## config.mk

```make
export PLATFORM = sky130hd
export DESIGN_NAME = fetch_pc_flat
export DESIGN_NICKNAME = d
export VERILOG_FILES = /design/src/hw/fetch_pkg.sv /design/src/hw/fetch_bundle_if.sv /design/src/hw/fetch_pc.sv /design/src/flat_wrapper.sv
export VERILOG_INCLUDE_DIRS = /design/src /design/src/hw
export SDC_FILE = /design/constraint.sdc
export NUM_CORES = 1
export LEC_CHECK = 0
export ABC_CLOCK_PERIOD_IN_PS = 12840
export BUFFER_PORTS_ARGS = -buffer_cell sky130_fd_sc_hd__buf_2
export CORE_MARGIN = 2
export CORE_UTILIZATION = 50
export CTS_CLUSTER_DIAMETER = 100
export CTS_CLUSTER_SIZE = 16
export DETAILED_ROUTE_END_ITERATION = 8
export PLACE_DENSITY_LB_ADDON = 0.2
export SYNTH_ARGS = -nofsm -noshare
export SYNTH_HDL_FRONTEND = slang
export SYNTH_SLANG_ARGS = --single-unit
```

## constraint.sdc

```tcl
create_clock -name clock -period 12.84 [get_ports clock]
set_input_delay 0.642 -clock clock [delete_from_list [all_inputs] [get_ports clock]]
set_output_delay 0.642 -clock clock [all_outputs]
set_load 0.005 [all_outputs]
```

## src/hw/fetch_defines.svh

```systemverilog
//////////////////////////////////////////////////////////////////////
// fetch front end sizing macros
// address width, instruction memory size, buffer depth, reset pc
//////////////////////////////////////////////////////////////////////

`ifndef FETCH_DEFINES_SVH
`define FETCH_DEFINES_SVH

// byte address width of the pc
`define FETCH_ADDR_W      64

// 64-bit lines in the instruction memory, indexed by pc[10:3]
`define FETCH_IMEM_LINES  256

// instruction buffer entries, power of two and at least 4
`define FETCH_BUF_DEPTH   8

// pc loaded on reset, line aligned
`define FETCH_RESET_PC    64'h0

`endif

```

## src/hw/fetch_pkg.sv

```systemverilog
//////////////////////////////////////////////////////////////////////
// shared types of the fetch front end
// address, instruction, memory line, line index, fetch state
//////////////////////////////////////////////////////////////////////

`default_nettype none

`include "fetch_defines.svh"

package fetch_pkg;

	// byte address, pc width
	typedef logic [`FETCH_ADDR_W-1:0] addr_t;

	typedef logic [31:0] inst_t;        // one instruction word
	typedef logic [63:0] line_t;        // two instructions, lower word at lower address
	typedef logic [7:0]  line_idx_t;    // memory line index, pc[10:3]

	// fetch stage occupancy
	typedef enum logic [1:0]
	{
		fetch_idle, // no bundle in flight
		fetch_run,  // bundle issued on the last edge
		fetch_hold  // bundle waiting on ready
	} fetch_state_e;

endpackage

`default_nettype wire

```

## src/hw/fetch_bundle_if.sv

```systemverilog
//////////////////////////////////////////////////////////////////////
// fetch to instruction buffer bundle
// one line-aligned pc and the two instructions of that line
//////////////////////////////////////////////////////////////////////

`timescale 1ns/1ps
`default_nettype none

interface fetch_bundle_if;
	import fetch_pkg::*;

	logic  valid;   // pair present
	logic  ready;   // buffer has room for a whole pair
	addr_t pc;      // line address of inst_lo
	inst_t inst_lo; // older instruction
	inst_t inst_hi; // younger instruction, pc + 4

	// program counter side
	modport producer
	(
		output valid,
		output pc,
		output inst_lo,
		output inst_hi,
		input  ready
	);

	// buffer side
	modport consumer
	(
		input  valid,
		input  pc,
		input  inst_lo,
		input  inst_hi,
		output ready
	);

endinterface

`default_nettype wire

```

## src/hw/fetch_pc.sv

```systemverilog
//////////////////////////////////////////////////////////////////////
// program counter and fetch register
// issues one line-aligned instruction pair per cycle into the bundle
// redirect reloads the pc and drops the waiting pair
//////////////////////////////////////////////////////////////////////

`timescale 1ns/1ps
`default_nettype none

`include "fetch_defines.svh"

module fetch_pc
(
	input  logic             clock,
	input  logic             reset,
	input  logic             fetch_enable,   // fetch allowed to advance
	input  logic             redirect_valid, // taken branch resolved
	input  fetch_pkg::addr_t redirect_pc,    // branch target
	input  fetch_pkg::line_t rd_line,        // line at rd_addr
	input  logic             rd_valid,       // memory returned the line
	output fetch_pkg::addr_t rd_addr,        // current fetch address
	fetch_bundle_if.producer bundle
);
	import fetch_pkg::*;

	addr_t        pc_q;         // pc being fetched
	fetch_state_e state_q;
	fetch_state_e state_n;
	addr_t        bundle_pc_q;  // payload of the fetch register
	inst_t        inst_lo_q;
	inst_t        inst_hi_q;
	logic         can_load;     // fetch register empty or draining
	logic         advance;      // take the line and step the pc

	// pc is kept aligned, mask anyway so the memory sees a line address
	assign rd_addr = {pc_q[`FETCH_ADDR_W-1:3], 3'b000};

	assign can_load = (state_q == fetch_idle) || bundle.ready;
	assign advance  = fetch_enable && rd_valid && can_load;

	//////////////////////////////////////////////////////////////////////
	// stage state
	//////////////////////////////////////////////////////////////////////

	always_comb
	begin
		if (redirect_valid)
			state_n = fetch_idle;                  // wrong path pair dropped
		else if (advance)
			state_n = fetch_run;                   // fresh pair next cycle
		else if ((state_q != fetch_idle) && !bundle.ready)
			state_n = fetch_hold;                  // pair still waiting
		else
			state_n = fetch_idle;                  // drained, nothing new
	end

	// pc and state
	always_ff @(posedge clock)
	begin
		if (reset)
		begin
			pc_q    <= addr_t'(`FETCH_RESET_PC);
			state_q <= fetch_idle;
		end
		else
		begin
			state_q <= state_n;
			if (redirect_valid)
				pc_q <= {redirect_pc[`FETCH_ADDR_W-1:3], 3'b000}; // overrides every stall
			else if (advance)
				pc_q <= pc_q + addr_t'(8);  // next line
		end
	end

	//////////////////////////////////////////////////////////////////////
	// fetch register
	//////////////////////////////////////////////////////////////////////

	// payload only moves when a new pair is taken, so it holds while valid waits
	always_ff @(posedge clock)
	begin
		if (advance && !redirect_valid)
		begin
			bundle_pc_q <= rd_addr;
			inst_lo_q   <= rd_line[31:0];  // lower address
			inst_hi_q   <= rd_line[63:32];
		end
	end

	assign bundle.valid   = (state_q != fetch_idle);
	assign bundle.pc      = bundle_pc_q;
	assign bundle.inst_lo = inst_lo_q;
	assign bundle.inst_hi = inst_hi_q;

endmodule

`default_nettype wire

```

## src/flat_wrapper.sv

```systemverilog
// flat-port wrapper written by rule: the top's interface ports become plain ports
module fetch_pc_flat import fetch_pkg::*;
  (clock, reset, fetch_enable, redirect_valid, redirect_pc, rd_line, rd_valid, rd_addr, bundle_valid, bundle_pc, bundle_inst_lo, bundle_inst_hi, bundle_ready);
  fetch_bundle_if bundle_i ();
  input  logic clock;
  input  logic reset;
  input  logic fetch_enable;
  input  logic redirect_valid;
  input  fetch_pkg::addr_t redirect_pc;
  input  fetch_pkg::line_t rd_line;
  input  logic rd_valid;
  output fetch_pkg::addr_t rd_addr;
  output wire logic [$bits(bundle_i.valid)-1:0] bundle_valid;
  output wire logic [$bits(bundle_i.pc)-1:0] bundle_pc;
  output wire logic [$bits(bundle_i.inst_lo)-1:0] bundle_inst_lo;
  output wire logic [$bits(bundle_i.inst_hi)-1:0] bundle_inst_hi;
  input wire logic [$bits(bundle_i.ready)-1:0] bundle_ready;
  assign bundle_valid = bundle_i.valid;
  assign bundle_pc = bundle_i.pc;
  assign bundle_inst_lo = bundle_i.inst_lo;
  assign bundle_inst_hi = bundle_i.inst_hi;
  assign bundle_i.ready = bundle_ready;
  fetch_pc u_core (.clock(clock), .reset(reset), .fetch_enable(fetch_enable), .redirect_valid(redirect_valid), .redirect_pc(redirect_pc), .rd_line(rd_line), .rd_valid(rd_valid), .rd_addr(rd_addr), .bundle(bundle_i));
endmodule
```

# Word level (Yosys, flattened, before mapping)
# Index checks and enable logic that the tools add are counted.
# word_totals
in_bits	134
romBits	0
latchBits	0
ramBits	0
n_memories	0
reg_bits	191
word_cells	24
output_inout_bits	193
# op_classes
shift	0
n_bitwise	0
div	0
magnitude_cmp	0
n_mux	4
reduce_logical	12
add_sub_neg	1
n_mul	0
n_eq_ne	0
# op_table
operator	count
$mux W64	2
$add A64 B4 Y64 const B	1
$logic_and A1 B1 Y1	4
$reduce_bool A2 Y1	2
$reduce_or A3 Y1	1
$logic_not A1 Y1	2
$logic_not A2 Y1	1
$mux W2	1
$reduce_or A2 Y1	1
$logic_or A1 B1 Y1	1
$mux W1	1

# Longest topological paths before layout
# logic_depth
ltp_word	5
mapped_depth	7
depth_no_buf	6

# Least setup slack after synthesis
# No wires, ideal clock.
# synth_path
path_kind	in2reg
start	in bundle_ready
end	reg u_core.inst_hi_q[0], in the netlist u_core.bundle.inst_hi[0] (enable)
t_required_ns	12.229
setup_time_ns	0.611
setup_slack_ns	5.663
t_arrival_ns	6.565
cell_stages	4
path_cell_list	o21bai_1 clkbuf_1 nand2_1 nor2_1
# synth_via
elab_chain_cells	3
# synth_lines
element	line_no	source
start: declaration	flat_wrapper.sv:17	input wire logic [$bits(bundle_i.ready)-1:0] bundle_ready;
$logic_or A1 B1 Y1	fetch_pc.sv:38	assign can_load = (state_q == fetch_idle) || bundle.ready;
$logic_and A1 B1 Y1	fetch_pc.sv:39	assign advance = fetch_enable && rd_valid && can_load;
$logic_and A1 B1 Y1	fetch_pc.sv:82	if (advance && !redirect_valid)
end signal: assignment	fetch_pc.sv:86	inst_hi_q <= rd_line[63:32];
end: declaration	fetch_pc.sv:31	inst_t inst_hi_q;
# Every way passes these cells.
# A chain may end at the register's enable or synchronous reset.

# Final worst setup path
# layout_path
start	in fetch_enable
end	reg u_core.pc_q[55]
# layout_via
elab_chain_cells	3
# layout_lines
element	line_no	source
start: declaration	flat_wrapper.sv:7	input logic fetch_enable;
$logic_and A1 B1 Y1 (2 in a row)	fetch_pc.sv:39	
$reduce_bool A2 Y1 (no source line)	n/a	
end signal: assignment	fetch_pc.sv:62	pc_q <= addr_t'(`FETCH_RESET_PC);
end signal: assignment	fetch_pc.sv:69	pc_q <= {redirect_pc[`FETCH_ADDR_W-1:3], 3'b000};
end signal: assignment	fetch_pc.sv:71	pc_q <= pc_q + addr_t'(8);
end: declaration	fetch_pc.sv:26	addr_t pc_q;
# Every way passes these cells.

==> impl_metrics.yaml <==
status:
  outcome: "completed"
finish:
  nNetsFinal: 1097
  finalNonFillerCells: 1188
  regArea_mm2: 0.00501
  fillCellCount: 1252
  syn2layout_area_growth_pct: 29.1
  final_area_mm2: 0.0101
  multi_input_area_mm2: 0.00263
  layout-drive-gt1-share_pct: 37.8
place:
  dpl_cell_area_mm2: 0.00956
  place_inst: 1154
  post-dp-hpwl_um: 15000
  gp_congestion: 0.807
  io_buffers: 317
sta:
  whs_ps: 383
  period_needed_ps: 2960
  fmax_mhz: 338
  worst_clock_skew_ps: 11.3
  worst_pin_slew_ps: 975
  timing.final.crit_share_pct: 23.0
  rsz0062_at_grt: "false"
  hold_viol: 0
  maxSlewViolCount: 0
  setup_viol: 0
  setup-tns-final_ps: 0
  relSlewSlack_pct: 35.0
global_routing:
  overflow: 0
  grt_pass1_vias: 5852
  grt_pass1_wl_um: 31700
  antenna_found_initial: 2
  grt_max_degree: 84
  grt_use_total_pct: 24.6
critical_path:
  r2r_end: "u_core.pc_q[55]$_SDFFE_PP0P_"
  rrSetupSlack_ps: 9890
  r2r_start: "u_core.pc_q[16]$_SDFFE_PP0P_"
  cp.required_ps: 13120
  crit_fanout: 19
  worstSetupPathType: "input pin to flop"
  endpoint_kind: "flop"
  reg2reg_depth: 5
  startpoint_type: "input pin"
  arrival_ps: 3240
cts:
  insertion_delay_ps: 430
  htree_levels: 4
  root_buffer: "clkbuf_16"
  cts_made_buffers: 17
  clockBufferDepth: 2
  tritoncts: "done"
  clk_pin_slew_ps: 70
  hold_buffers: 0
  cts_setup_buffers: 0
  cts_sinks: 188
  cts_resized: 0
floorplan:
  start_util_pct: 51.4
  rows: 45
  die_h_um: 129
  core_mm2: 0.0153
  die-area_mm2: 0.0167
  die_x_um: 129
  pin_count: 327
min_path:
  hold_path.class: "input pin to flop"
  holdPathStages: 1
  min_from: "rd_line[58]"
  min_to: "u_core.bundle.inst_hi[26]$_DFFE_PP_"
synthesis:
  synth_top_area_cell: "edfxtp_1"
  ys_seq_area_share_pct: 63.9
  postSynthCellCount: 662
  postSynth.asyncResetShare_pct: 0
  ys_types: 55
  avgSynthCellArea_um2: 11.8
  synth.area.top_cells: "edfxtp_1 (48%), dfxtp_1 (16%), nand2_1 (2.7%)"
  syn_area_mm2: 0.00784
  synthFlopType: "edfxtp_1"
  synth_top_area_share_pct: 47.9
  ys_warn_count: 0
  ys_ff_latch: 188
  synth_edf_count: 125
route:
  first_pass_iters: 5
  wl_um: 21300
  viasPerCell: 5.50
  wl_per_cell_um: 18.0
  drt_iter0_drc: 640
  num_vias: 6538
  drc: 0
  ant_nets: 0
power_and_ir_drop:
  leakage_nw: 4.04
  ir_drop_mv: 0.0824
  power.density_mw_per_mm2: 127
run:
  cap_violations: 0
## worst max-delay path, stage by stage
cell and delay [ps]:
buf_2 80, and2_1 480, nand4_1 820, nor4_1 850
mux2i_1 250, o211ai_1 100
## logic make-up (layout without fill, tap and decap cells)
kind of cell	count (synthesis)	count (layout)	share of synthesized area [%]
other	1	8	0.0478
xor gates and xnor gates	18	18	2.01
buffers and inverters	54	362	2.94
and+or+nand+nor	296	296	20.8
adders and majority gates	1	1	0.159
AOI/OAI and AO/OA	91	91	8.42
muxes	13	13	1.67
DFF	188	188	63.9
## power breakdown
part / internal (W) / total (W) / switching (W)
combinational: 0.0000467 / 0.0000958 / 0.0000490
sequential: 0.000672 / 0.000699 / 0.0000268
clock: 0.000254 / 0.000494 / 0.000240
total: 0.000973 / 0.00129 / 0.000316
## metrics by stage
step / total power, W / setup WS, ps / util [%]
6_report: 0.00129 / 9880 / 66.3
5_1_grt: 0.00134 / 9560 / 66.3
4_1_cts: 0.00130 / 9910 / 66.3
3_5_place_dp: 0.000808 / 9510 / 62.7
3_3_place_gp: 0.000805 / 9550 / 62.7
2_1_floorplan: 0.000752 / 5660 / -
## cell usage after synthesis, types with 3 or more instances
library cell	instances
a2111oi_0	11
a21oi_1	16
xnor2_1	14
nor3_1	26
buf_1	3
mux2i_1	12
a31oi_1	6
nor4_1	24
nand2_1	57
buf_4	6
or2_2	3
or4_1	6
nor3b_1	3
and3_1	19
edfxtp_1	125
and4_1	11
o21ai_0	13
nand3_1	30
dfxtp_1	63
nor4_2	3
a211oi_1	11
o211a_1	3
nor4b_1	4
nor2_1	43
a311oi_1	5
buf_2	4
o211ai_1	6
and2_1	9
or3_1	6
nand4_1	32
inv_1	7
clkbuf_1	34
xor2_1	4
nor2b_1	12
## layer usage
metal	track usage, %	up-vias	routed length (µm)
met4	8.57	2	319
met5	0	-	11
met3	6.65	28	1580
met2	41.2	275	10800
li1	-	3149	-
met1	30.9	3084	8560
## layout make-up
class                           instances  share of cell area (%)
Tap cell                              211                    2.61
Inverter                                7                   0.260
Clock inverter                         15                    1.30
Clock buffer                           17                    4.20
Antenna cell                            2                  0.0494
Sequential cell                       188                    49.5
Multi-Input combinational cell        425                    25.9
Timing Repair Buffer                  323                    16.1
## how the worst max path moves through the flow
stage	startpoint	to	slack (ps)	cells past startpoint
after floorplan	bundle_ready	u_core.bundle.inst_hi[0]$_DFFE_PP_	5660	4
after detailed placement	fetch_enable	u_core.pc_q[55]$_SDFFE_PP0P_	9510	6
final	fetch_enable	u_core.pc_q[55]$_SDFFE_PP0P_	9880	6
after global routing	u_core.pc_q[16]$_SDFFE_PP0P_	u_core.pc_q[49]$_SDFFE_PP0P_	9560	5
after CTS	u_core.pc_q[16]$_SDFFE_PP0P_	u_core.pc_q[55]$_SDFFE_PP0P_	9910	5
after global placement	fetch_enable	u_core.pc_q[55]$_SDFFE_PP0P_	9550	6
## sequential cells by signal, indices dropped and copies added, names as in the netlist
signal / flops
u_core.pc_q: 61
u_core.bundle.inst_hi: 32
u_core.bundle.inst_lo: 32
u_core.state_q: 2
u_core.bundle.pc: 61
## placed cells by master, fill, tap and decap left out, types with 7 or more instances in the layout
cell type	synthesis	final
a2111oi_0	11	11
a211oi_1	11	11
a21oi_1	16	16
and2_1	9	9
and3_1	19	19
and4_1	11	11
buf_2	4	317
clkbuf_16	0	17
clkinv_4	0	7
dfxtp_1	63	63
edfxtp_1	125	125
mux2i_1	12	12
nand2_1	57	57
nand3_1	30	30
nand4_1	32	32
nor2_1	43	42
nor2b_1	12	12
nor3_1	26	26
nor4_1	24	24
o21ai_0	13	13
xnor2_1	14	14
No activity file was read; power rests on OpenSTA's default activity.
