==> src/hw/fetch_defines.svh <==
//////////////////////////////////////////////////////////////////////
// fetch front end sizing macros
// address width, instruction memory size, buffer depth, reset pc
//////////////////////////////////////////////////////////////////////

`ifndef FETCH_DEFINES_SVH
`define FETCH_DEFINES_SVH

// byte address width of the pc
`define FETCH_ADDR_W      64

// 64-bit lines in the instruction memory, indexed by pc[10:3]
`define FETCH_IMEM_LINES  256

// instruction buffer entries, power of two and at least 4
`define FETCH_BUF_DEPTH   8

// pc loaded on reset, line aligned
`define FETCH_RESET_PC    64'h0

`endif

==> src/hw/fetch_pkg.sv <==
//////////////////////////////////////////////////////////////////////
// shared types of the fetch front end
// address, instruction, memory line, line index, fetch state
//////////////////////////////////////////////////////////////////////

`default_nettype none

`include "fetch_defines.svh"

package fetch_pkg;

	// byte address, pc width
	typedef logic [`FETCH_ADDR_W-1:0] addr_t;

	typedef logic [31:0] inst_t;        // one instruction word
	typedef logic [63:0] line_t;        // two instructions, lower word at lower address
	typedef logic [7:0]  line_idx_t;    // memory line index, pc[10:3]

	// fetch stage occupancy
	typedef enum logic [1:0]
	{
		fetch_idle, // no bundle in flight
		fetch_run,  // bundle issued on the last edge
		fetch_hold  // bundle waiting on ready
	} fetch_state_e;

endpackage

`default_nettype wire

==> src/hw/fetch_bundle_if.sv <==
//////////////////////////////////////////////////////////////////////
// fetch to instruction buffer bundle
// one line-aligned pc and the two instructions of that line
//////////////////////////////////////////////////////////////////////

`timescale 1ns/1ps
`default_nettype none

interface fetch_bundle_if;
	import fetch_pkg::*;

	logic  valid;   // pair present
	logic  ready;   // buffer has room for a whole pair
	addr_t pc;      // line address of inst_lo
	inst_t inst_lo; // older instruction
	inst_t inst_hi; // younger instruction, pc + 4

	// program counter side
	modport producer
	(
		output valid,
		output pc,
		output inst_lo,
		output inst_hi,
		input  ready
	);

	// buffer side
	modport consumer
	(
		input  valid,
		input  pc,
		input  inst_lo,
		input  inst_hi,
		output ready
	);

endinterface

`default_nettype wire

==> src/hw/inst_buffer.sv <==
//////////////////////////////////////////////////////////////////////
// instruction buffer between fetch and decode
// circular buffer of instruction and pc entries, two in, up to two out
// flush empties it on a redirect
//////////////////////////////////////////////////////////////////////

`timescale 1ns/1ps
`default_nettype none

`include "fetch_defines.svh"

module inst_buffer
(
	input  logic             clock,
	input  logic             reset,
	input  logic             flush,       // redirect, drop everything
	fetch_bundle_if.consumer bundle,
	output logic             dec_valid0,  // oldest entry present
	output logic             dec_valid1,  // second oldest present
	output fetch_pkg::inst_t dec_inst0,
	output fetch_pkg::inst_t dec_inst1,
	output fetch_pkg::addr_t dec_pc0,
	output fetch_pkg::addr_t dec_pc1,
	input  logic             dec_ready    // decode takes all valid slots
);
	import fetch_pkg::*;

	localparam int unsigned DEPTH = `FETCH_BUF_DEPTH;
	localparam int unsigned PTR_W = $clog2(DEPTH);
	localparam int unsigned CNT_W = PTR_W + 1;  // count reaches DEPTH

	inst_t            inst_mem [DEPTH];  // instruction per entry
	addr_t            pc_mem [DEPTH];    // its pc
	logic [PTR_W-1:0] wr_ptr_q;
	logic [PTR_W-1:0] rd_ptr_q;
	logic [PTR_W-1:0] wr_ptr_hi;         // slot for inst_hi
	logic [PTR_W-1:0] rd_ptr_hi;         // second oldest slot
	logic [CNT_W-1:0] count_q;           // occupied entries
	logic             push;              // pair transfers this edge
	logic [1:0]       pop_n;             // entries leaving this edge

	//////////////////////////////////////////////////////////////////////
	// write side
	//////////////////////////////////////////////////////////////////////

	// room for a whole pair
	assign bundle.ready = (count_q <= CNT_W'(DEPTH - 2));
	assign push         = bundle.valid && bundle.ready;

	assign wr_ptr_hi = wr_ptr_q + PTR_W'(1);  // wraps, depth is a power of two

	// entries carry no reset, count decides what is live
	always_ff @(posedge clock)
	begin
		if (push && !flush)
		begin
			inst_mem[wr_ptr_q]  <= bundle.inst_lo;
			pc_mem[wr_ptr_q]    <= bundle.pc;
			inst_mem[wr_ptr_hi] <= bundle.inst_hi;
			pc_mem[wr_ptr_hi]   <= bundle.pc + addr_t'(4);  // second word of the line
		end
	end

	//////////////////////////////////////////////////////////////////////
	// read side
	//////////////////////////////////////////////////////////////////////

	assign rd_ptr_hi = rd_ptr_q + PTR_W'(1);

	// slot 0 is always the older one, slot 1 only with slot 0
	assign dec_valid0 = (count_q != '0);
	assign dec_valid1 = (count_q >= CNT_W'(2));
	assign dec_inst0  = inst_mem[rd_ptr_q];
	assign dec_inst1  = inst_mem[rd_ptr_hi];
	assign dec_pc0    = pc_mem[rd_ptr_q];
	assign dec_pc1    = pc_mem[rd_ptr_hi];

	// number of valid slots consumed
	assign pop_n = dec_ready ? ({1'b0, dec_valid0} + {1'b0, dec_valid1}) : 2'd0;

	// pointers and count
	always_ff @(posedge clock)
	begin
		if (reset || flush)
		begin
			wr_ptr_q <= '0;
			rd_ptr_q <= '0;
			count_q  <= '0;
		end
		else
		begin
			if (push)
				wr_ptr_q <= wr_ptr_q + PTR_W'(2);
			rd_ptr_q <= rd_ptr_q + PTR_W'(pop_n);
			count_q  <= count_q + CNT_W'({push, 1'b0}) - CNT_W'(pop_n);
		end
	end

endmodule

`default_nettype wire

==> src/flat_wrapper.sv <==
// flat-port wrapper written by rule: the top's interface ports become plain ports
module inst_buffer_flat import fetch_pkg::*;
  (clock, reset, flush, dec_valid0, dec_valid1, dec_inst0, dec_inst1, dec_pc0, dec_pc1, dec_ready, bundle_valid, bundle_pc, bundle_inst_lo, bundle_inst_hi, bundle_ready);
  fetch_bundle_if bundle_i ();
  input  logic clock;
  input  logic reset;
  input  logic flush;
  output logic dec_valid0;
  output logic dec_valid1;
  output fetch_pkg::inst_t dec_inst0;
  output fetch_pkg::inst_t dec_inst1;
  output fetch_pkg::addr_t dec_pc0;
  output fetch_pkg::addr_t dec_pc1;
  input  logic dec_ready;
  input wire logic [$bits(bundle_i.valid)-1:0] bundle_valid;
  input wire logic [$bits(bundle_i.pc)-1:0] bundle_pc;
  input wire logic [$bits(bundle_i.inst_lo)-1:0] bundle_inst_lo;
  input wire logic [$bits(bundle_i.inst_hi)-1:0] bundle_inst_hi;
  output wire logic [$bits(bundle_i.ready)-1:0] bundle_ready;
  assign bundle_i.valid = bundle_valid;
  assign bundle_i.pc = bundle_pc;
  assign bundle_i.inst_lo = bundle_inst_lo;
  assign bundle_i.inst_hi = bundle_inst_hi;
  assign bundle_ready = bundle_i.ready;
  inst_buffer u_core (.clock(clock), .reset(reset), .flush(flush), .bundle(bundle_i), .dec_valid0(dec_valid0), .dec_valid1(dec_valid1), .dec_inst0(dec_inst0), .dec_inst1(dec_inst1), .dec_pc0(dec_pc0), .dec_pc1(dec_pc1), .dec_ready(dec_ready));
endmodule
==> config.mk <==
export PLATFORM = sky130hd
export DESIGN_NAME = inst_buffer_flat
export DESIGN_NICKNAME = d
export VERILOG_FILES = /design/src/hw/fetch_pkg.sv /design/src/hw/fetch_bundle_if.sv /design/src/hw/inst_buffer.sv /design/src/flat_wrapper.sv
export VERILOG_INCLUDE_DIRS = /design/src /design/src/hw
export SDC_FILE = /design/constraint.sdc
export NUM_CORES = 1
export LEC_CHECK = 0
export ABC_CLOCK_PERIOD_IN_PS = 6100
export BUFFER_PORTS_ARGS = -buffer_cell sky130_fd_sc_hd__buf_4
export CORE_MARGIN = 1.5
export CORE_UTILIZATION = 25
export DETAILED_ROUTE_END_ITERATION = 8
export PLACE_DENSITY = 0.38
export SLEW_MARGIN = 20
export SYNTH_ARGS = -nofsm -noshare
export SYNTH_HDL_FRONTEND = slang
export SYNTH_SLANG_ARGS = --single-unit
==> constraint.sdc <==
create_clock -name clock -period 6.1 [get_ports clock]
set_clock_uncertainty 0.15 [all_clocks]
set_input_delay 0.915 -clock clock [delete_from_list [all_inputs] [get_ports clock]]
set_output_delay 0.915 -clock clock [all_outputs]
set_load 0.02 [all_outputs]
# Yosys cells after proc, flatten, opt, wreduce, memory -nomap -nowiden
# Memory sizes are Yosys's and may differ from the RTL's. A register that Yosys moved wholly into a read port is not among the register bits.
# Index checks and enable logic that the tools add are counted.
dict set report word_totals {
  ff_bits 10
  latch_bits 0
  mem_bits_rw 768
  rom_bits 0
  inputBits 133
  out_inout_bits 195
  memories 2
}
dict set report classes {
  n_addsub 8
  multipliers 0
  n_div 0
  n_lt_le_gt_ge 2
  n_eq_ne 0
  shifts 0
  n_mux 5
  bitwise 0
  reduce_logical 5
}
# name depth width read_ports rd_ports_with_merged_regs wr line_no
set memory_table {}
lappend memory_table {u_core.pc_mem 8 64 2 1 2 inst_buffer.sv:33} ;# addr_t pc_mem [DEPTH];
lappend memory_table {u_core.inst_mem 8 32 2 1 2 inst_buffer.sv:32} ;# inst_t inst_mem [DEPTH];
# cell count
set op_table {}
lappend op_table {{64-bit by 3-bit adder with 64-bit output, second input constant} 1}
lappend op_table {{3-bit by 1-bit adder with 3-bit output, second input constant} 2}
lappend op_table {{3-bit 2-to-1 mux} 2}
lappend op_table {{4-bit by 2-bit adder with 4-bit output} 1}
lappend op_table {{4-bit by 2-bit greater-or-equal comparator with 1-bit output, second input constant} 1}
lappend op_table {{4-bit by 3-bit <= comparator with 1-bit output, second input constant} 1}
lappend op_table {{4-bit nonzero test} 1}
lappend op_table {{4-bit by 2-bit subtractor with 4-bit output} 1}
lappend op_table {{3-bit by 2-bit adder with 3-bit output} 1}
lappend op_table {{3-bit by 2-bit adder with 3-bit output, second input constant} 1}
lappend op_table {{1-bit by 1-bit adder with 2-bit output} 1}
lappend op_table {{1-bit logical AND} 2}
lappend op_table {{1-bit 2-to-1 mux} 2}
lappend op_table {{2-bit 2-to-1 mux} 1}
lappend op_table {{1-bit logical NOT} 1}
lappend op_table {{1-bit logical OR} 1}

# Longest topological paths before layout
dict set report depth {
  ltp_word 5
  ltp_mapped 13
}

# Worst setup path after synthesis
# Ideal clock, no wire load.
dict set report synth_path {
  path_kind {flip-flop to flip-flop}
  startpoint {register u_core.count_q[3]}
  endpoint {memory u_core.inst_mem[0][0] (netlist bit), enable pin}
  setup_ps 574
  arrival_time_ps 5844
  required_ps 5376
  slack_ps -469
  stages_incl_launch_ff 8
  path_buffers 0
  path_cell_list {dfxtp_1 inv_1 ha_1 nand2_1 mux2i_1 nand2_1 nor2_1 and2_1}
}
# item line_no
set synth_rtl {}
lappend synth_rtl {{start, declared} inst_buffer.sv:38} ;# logic [CNT_W-1:0] count_q;
lappend synth_rtl {{start signal, assigned} inst_buffer.sv:95} ;# count_q <= count_q + CNT_W'({push, 1'b0}) - CNT_W'(pop_n);
lappend synth_rtl {{end, declared} inst_buffer.sv:32}

# Worst setup path in the final report
dict set report layout_path {
  startpoint {register u_core.rd_ptr_q[0]}
  endpoint {output dec_inst1[22]}
}
dict set report layout_between {
  elab_chain_cells 2
}
# item line_no
set layout_rtl {}
lappend layout_rtl {{start, declared} inst_buffer.sv:35} ;# logic [PTR_W-1:0] rd_ptr_q;
lappend layout_rtl {{start signal, assigned} inst_buffer.sv:94} ;# rd_ptr_q <= rd_ptr_q + PTR_W'(pop_n);
lappend layout_rtl {{3-bit by 1-bit adder with 3-bit output} inst_buffer.sv:68} ;# assign rd_ptr_hi = rd_ptr_q + PTR_W'(1);
lappend layout_rtl {{memory read 8 x 32 bit} -}
lappend layout_rtl {{end, declared} flat_wrapper.sv:11} ;# output fetch_pkg::inst_t dec_inst1;
# Every way passes these cells.

==> flow_summary.yaml <==
yosys:
  synth.avg_cell_area_um2: 21.2
  syn-cell-area_um2: 35900
  synth_seq_cells: 769
  synth-seq-area-share_pct: 64.0
  synth_largest_area_cell: "edfxtp_1"
  synth_cell_types: 35
  yosysTopAreaCellShare_pct: 63.5
  synth_cells: 1691
  syn_nets: 1839
  yosys-top-cells-area: "edfxtp_1 64%, mux4_2 24%, mux2_2 5.9%"
  yosys_warnings: 0
clock_tree:
  cts_inserted_buffers: 95
  cts-root-buf: "clkbuf_16"
  clock_latency_ps: 680
  post_cts_buffers: 0
  cts_max_level: 3
  clk_path_buf_depth: 3
  cts_sinks: 769
  cts_tree: "built"
  holdBufCountCts: 0
  clkTransAtPathRegs_ps: 60
  ctsResizeCount: 0
place:
  portBuffers: 327
  hpwl_mm: 65.2
  place_ws_ps: 1850
  gp_congestion: 0.729
timing:
  setup_ws_ps: 1290
  rsz0062_at_grt: "no"
  finalSetupTns_ps: 0
  maxSlewViolCount: 0
  hold_viol: 0
  setup_viol: 0
  period_share_pct: 78.9
  slew_headroom_pct: 32.9
  fmax_ghz: 0.208
  max_slew.worst_pin.slew_ps: 1010
  min_period_ps: 4810
floorplan:
  rows: 138
  initial_utilization_pct: 25.3
  die_x_um: 382
  fp.dieH_um: 382
  coreArea_um2: 142000
  die_area_um2: 146000
  pin_count: 328
drt:
  wl_per_cell_um: 25.8
  dr.pass1.iters: 5
  drcViolationCount: 0
  drtAntennaViolNets: 0
  drt_iter0_drc: 1010
  vias_per_cell: 4.64
  wirelength_mm: 103
  via_count: 18600
worst_setup_path:
  crit_path_end_kind: "output port"
  critPathArrivalTime_ps: 3750
  path_class: "flip-flop to output port"
  slowest_stage: "buf_4"
  required_ps: 5030
  crit_top_cell: "buf_4"
  crit_fanout: 48
  start_kind: "flip-flop"
  slowest_delay_ps: 730
  path_buf_inv: 3
  crit_family: "buffers and inverters"
  crit_chain: "buf_4, buf_4, mux4_2, mux2_2, buf_4"
layout:
  fillCellCount: 13800
  nNetsFinal: 2190
  multi_input_area_um2: 12400
  seqCellArea_um2: 23000
  final_util_pct: 30.8
  syn_to_final_growth_pct: 21.8
  drive_gt1_share_pct: 51.4
power_and_ir_drop:
  power.leakage_nw: 13.5
  power_density_nw_per_um2: 405
  max-vdd-ir-drop_uv: 256
global_route:
  antenna_found_initial: 7
  grtUsageMet2_pct: 23.7
  grt_pass1_vias: 20800
  grt-ovfl-total: 0
  use_met1_pct: 17.3
  grt_pass1_wl_mm: 149
  busiest_layer: "met2"
  grt_start_max_net_pins: 94
  grt_usage_pct: 14.1
  met3_usage_pct: 4.69
flow_run:
  cap_violations: 0
status:
  outcome: "finished, final reports clean"
min_path:
  min_path_type: "input pin to flip-flop"
==> final cells by class <==
type / instances / share of cell area, %
clock buffer: 116 / 5.67
timing repair buffer: 361 / 6.63
antenna: 1 / 0.00572
tap: 1890 / 5.41
inverter: 14 / 0.120
clock inverter: 59 / 1.15
multi-input combinational: 801 / 28.4
sequential: 769 / 52.6
==> cells by family after synthesis <==
| kind of cell | after synthesis | share of synthesized area (%) |
|---|---|---|
| adder cells (fa/ha/maj) | 15 | 0.585 |
| buffers and inverters | 121 | 1.49 |
| XOR/XNOR | 64 | 1.56 |
| flip-flops | 769 | 64.0 |
| multiplexers | 569 | 29.8 |
| AO/OA/AOI/OAI | 1 | 0.0139 |
| AND/OR/NAND/NOR | 152 | 2.55 |
==> synth_stat cells <==
master	n
nor3_1	5
and2_1	8
nand2b_1	5
and3_2	1
edfxtp_1	760
buf_1	20
and3_1	11
ha_1	12
or2_2	1
inv_1	14
buf_6	1
nand2_1	29
fa_1	3
dfxtp_1	9
mux2i_1	1
nor4_2	2
nor3_2	9
mux4_2	380
nand3_1	24
a21oi_1	1
or4_4	1
nand3_4	1
nor4_4	2
nor2_1	31
nand4_2	3
buf_2	58
nand4_4	2
xor2_1	26
clkbuf_1	28
nand4_1	12
xnor2_1	38
mux2_2	188
nand3_2	1
nor4_1	2
and4_1	2
==> registers in the layout, summed over array words and instances (netlist names) <==
| signal | cells |
|---|---|
| u_core.pc_mem | 504 |
| u_core.count_q | 4 |
| u_core.rd_ptr_q | 3 |
| u_core.inst_mem | 256 |
| u_core.wr_ptr_q | 2 |
==> cells in the final DEF, fill, tap and decap left out, drive strengths merged, types with 9 or more instances in the layout <==
cell type / netlist / routed
nor2: 31 / 31
clkbuf: 28 / 116
mux2: 188 / 188
ha: 12 / 12
nor3: 14 / 14
xnor2: 38 / 38
nand4: 17 / 17
edfxtp: 760 / 760
and3: 12 / 12
clkinv: 0 / 48
nand2: 29 / 29
nand3: 26 / 26
inv: 14 / 18
xor2: 26 / 26
dfxtp: 9 / 9
buf: 79 / 361
mux4: 380 / 380
==> per-stage QoR <==
| step | std cells | instance area [µm²] | power (mW) | hold slack, ps |
|---|---|---|---|---|
| floorplan | 1691 | 35900 | 10.4 | 319 |
| global placement | 3835 | 40700 | 12.6 | 329 |
| detailed placement | 3835 | 40700 | 12.6 | 353 |
| CTS | 4010 | 43700 | 18.1 | 197 |
| global route | 4010 | 43700 | 18.6 | 215 |
| finish | 4011 | 43700 | 17.7 | 283 |
==> final timing paths <==
check / from / to / slack, ps / depth (start not counted)
max reg2reg: u_core.count_q[3] / u_core.pc_mem[3][26] / 2790 / 8
min: bundle_inst_hi[4] / u_core.inst_mem[1][4] / 280 / 1
max: u_core.rd_ptr_q[0] / dec_inst1[22] / 1290 / 5
min reg2reg: u_core.wr_ptr_q[2] / u_core.wr_ptr_q[2] / 360 / 2
==> power breakdown <==
group / internal [mW] / switching, mW / total, mW
clock network: 3.18 / 2.24 / 5.42
registers: 6.04 / 0.144 / 6.19
logic: 3.04 / 3.09 / 6.12
total: 12.3 / 5.47 / 17.7
==> worst reg2reg max path, delay by kind of cell (launching register included) <==
family,cells,cell delay (ps)
and+or+nand+nor,4,1270
buffers and inverters,2,620
muxes,1,340
DFF,1,330
adders and majority gates,1,170
==> metal layers <==
| metal | vias to the layer above | wire length [µm] |
|---|---|---|
| met3 | 129 | 6950 |
| met5 | - | 72 |
| li1 | 7999 | - |
| met4 | 14 | 2100 |
| met1 | 10100 | 43100 |
| met2 | 424 | 51100 |
Note: power is estimated with default switching activity, not from simulation.
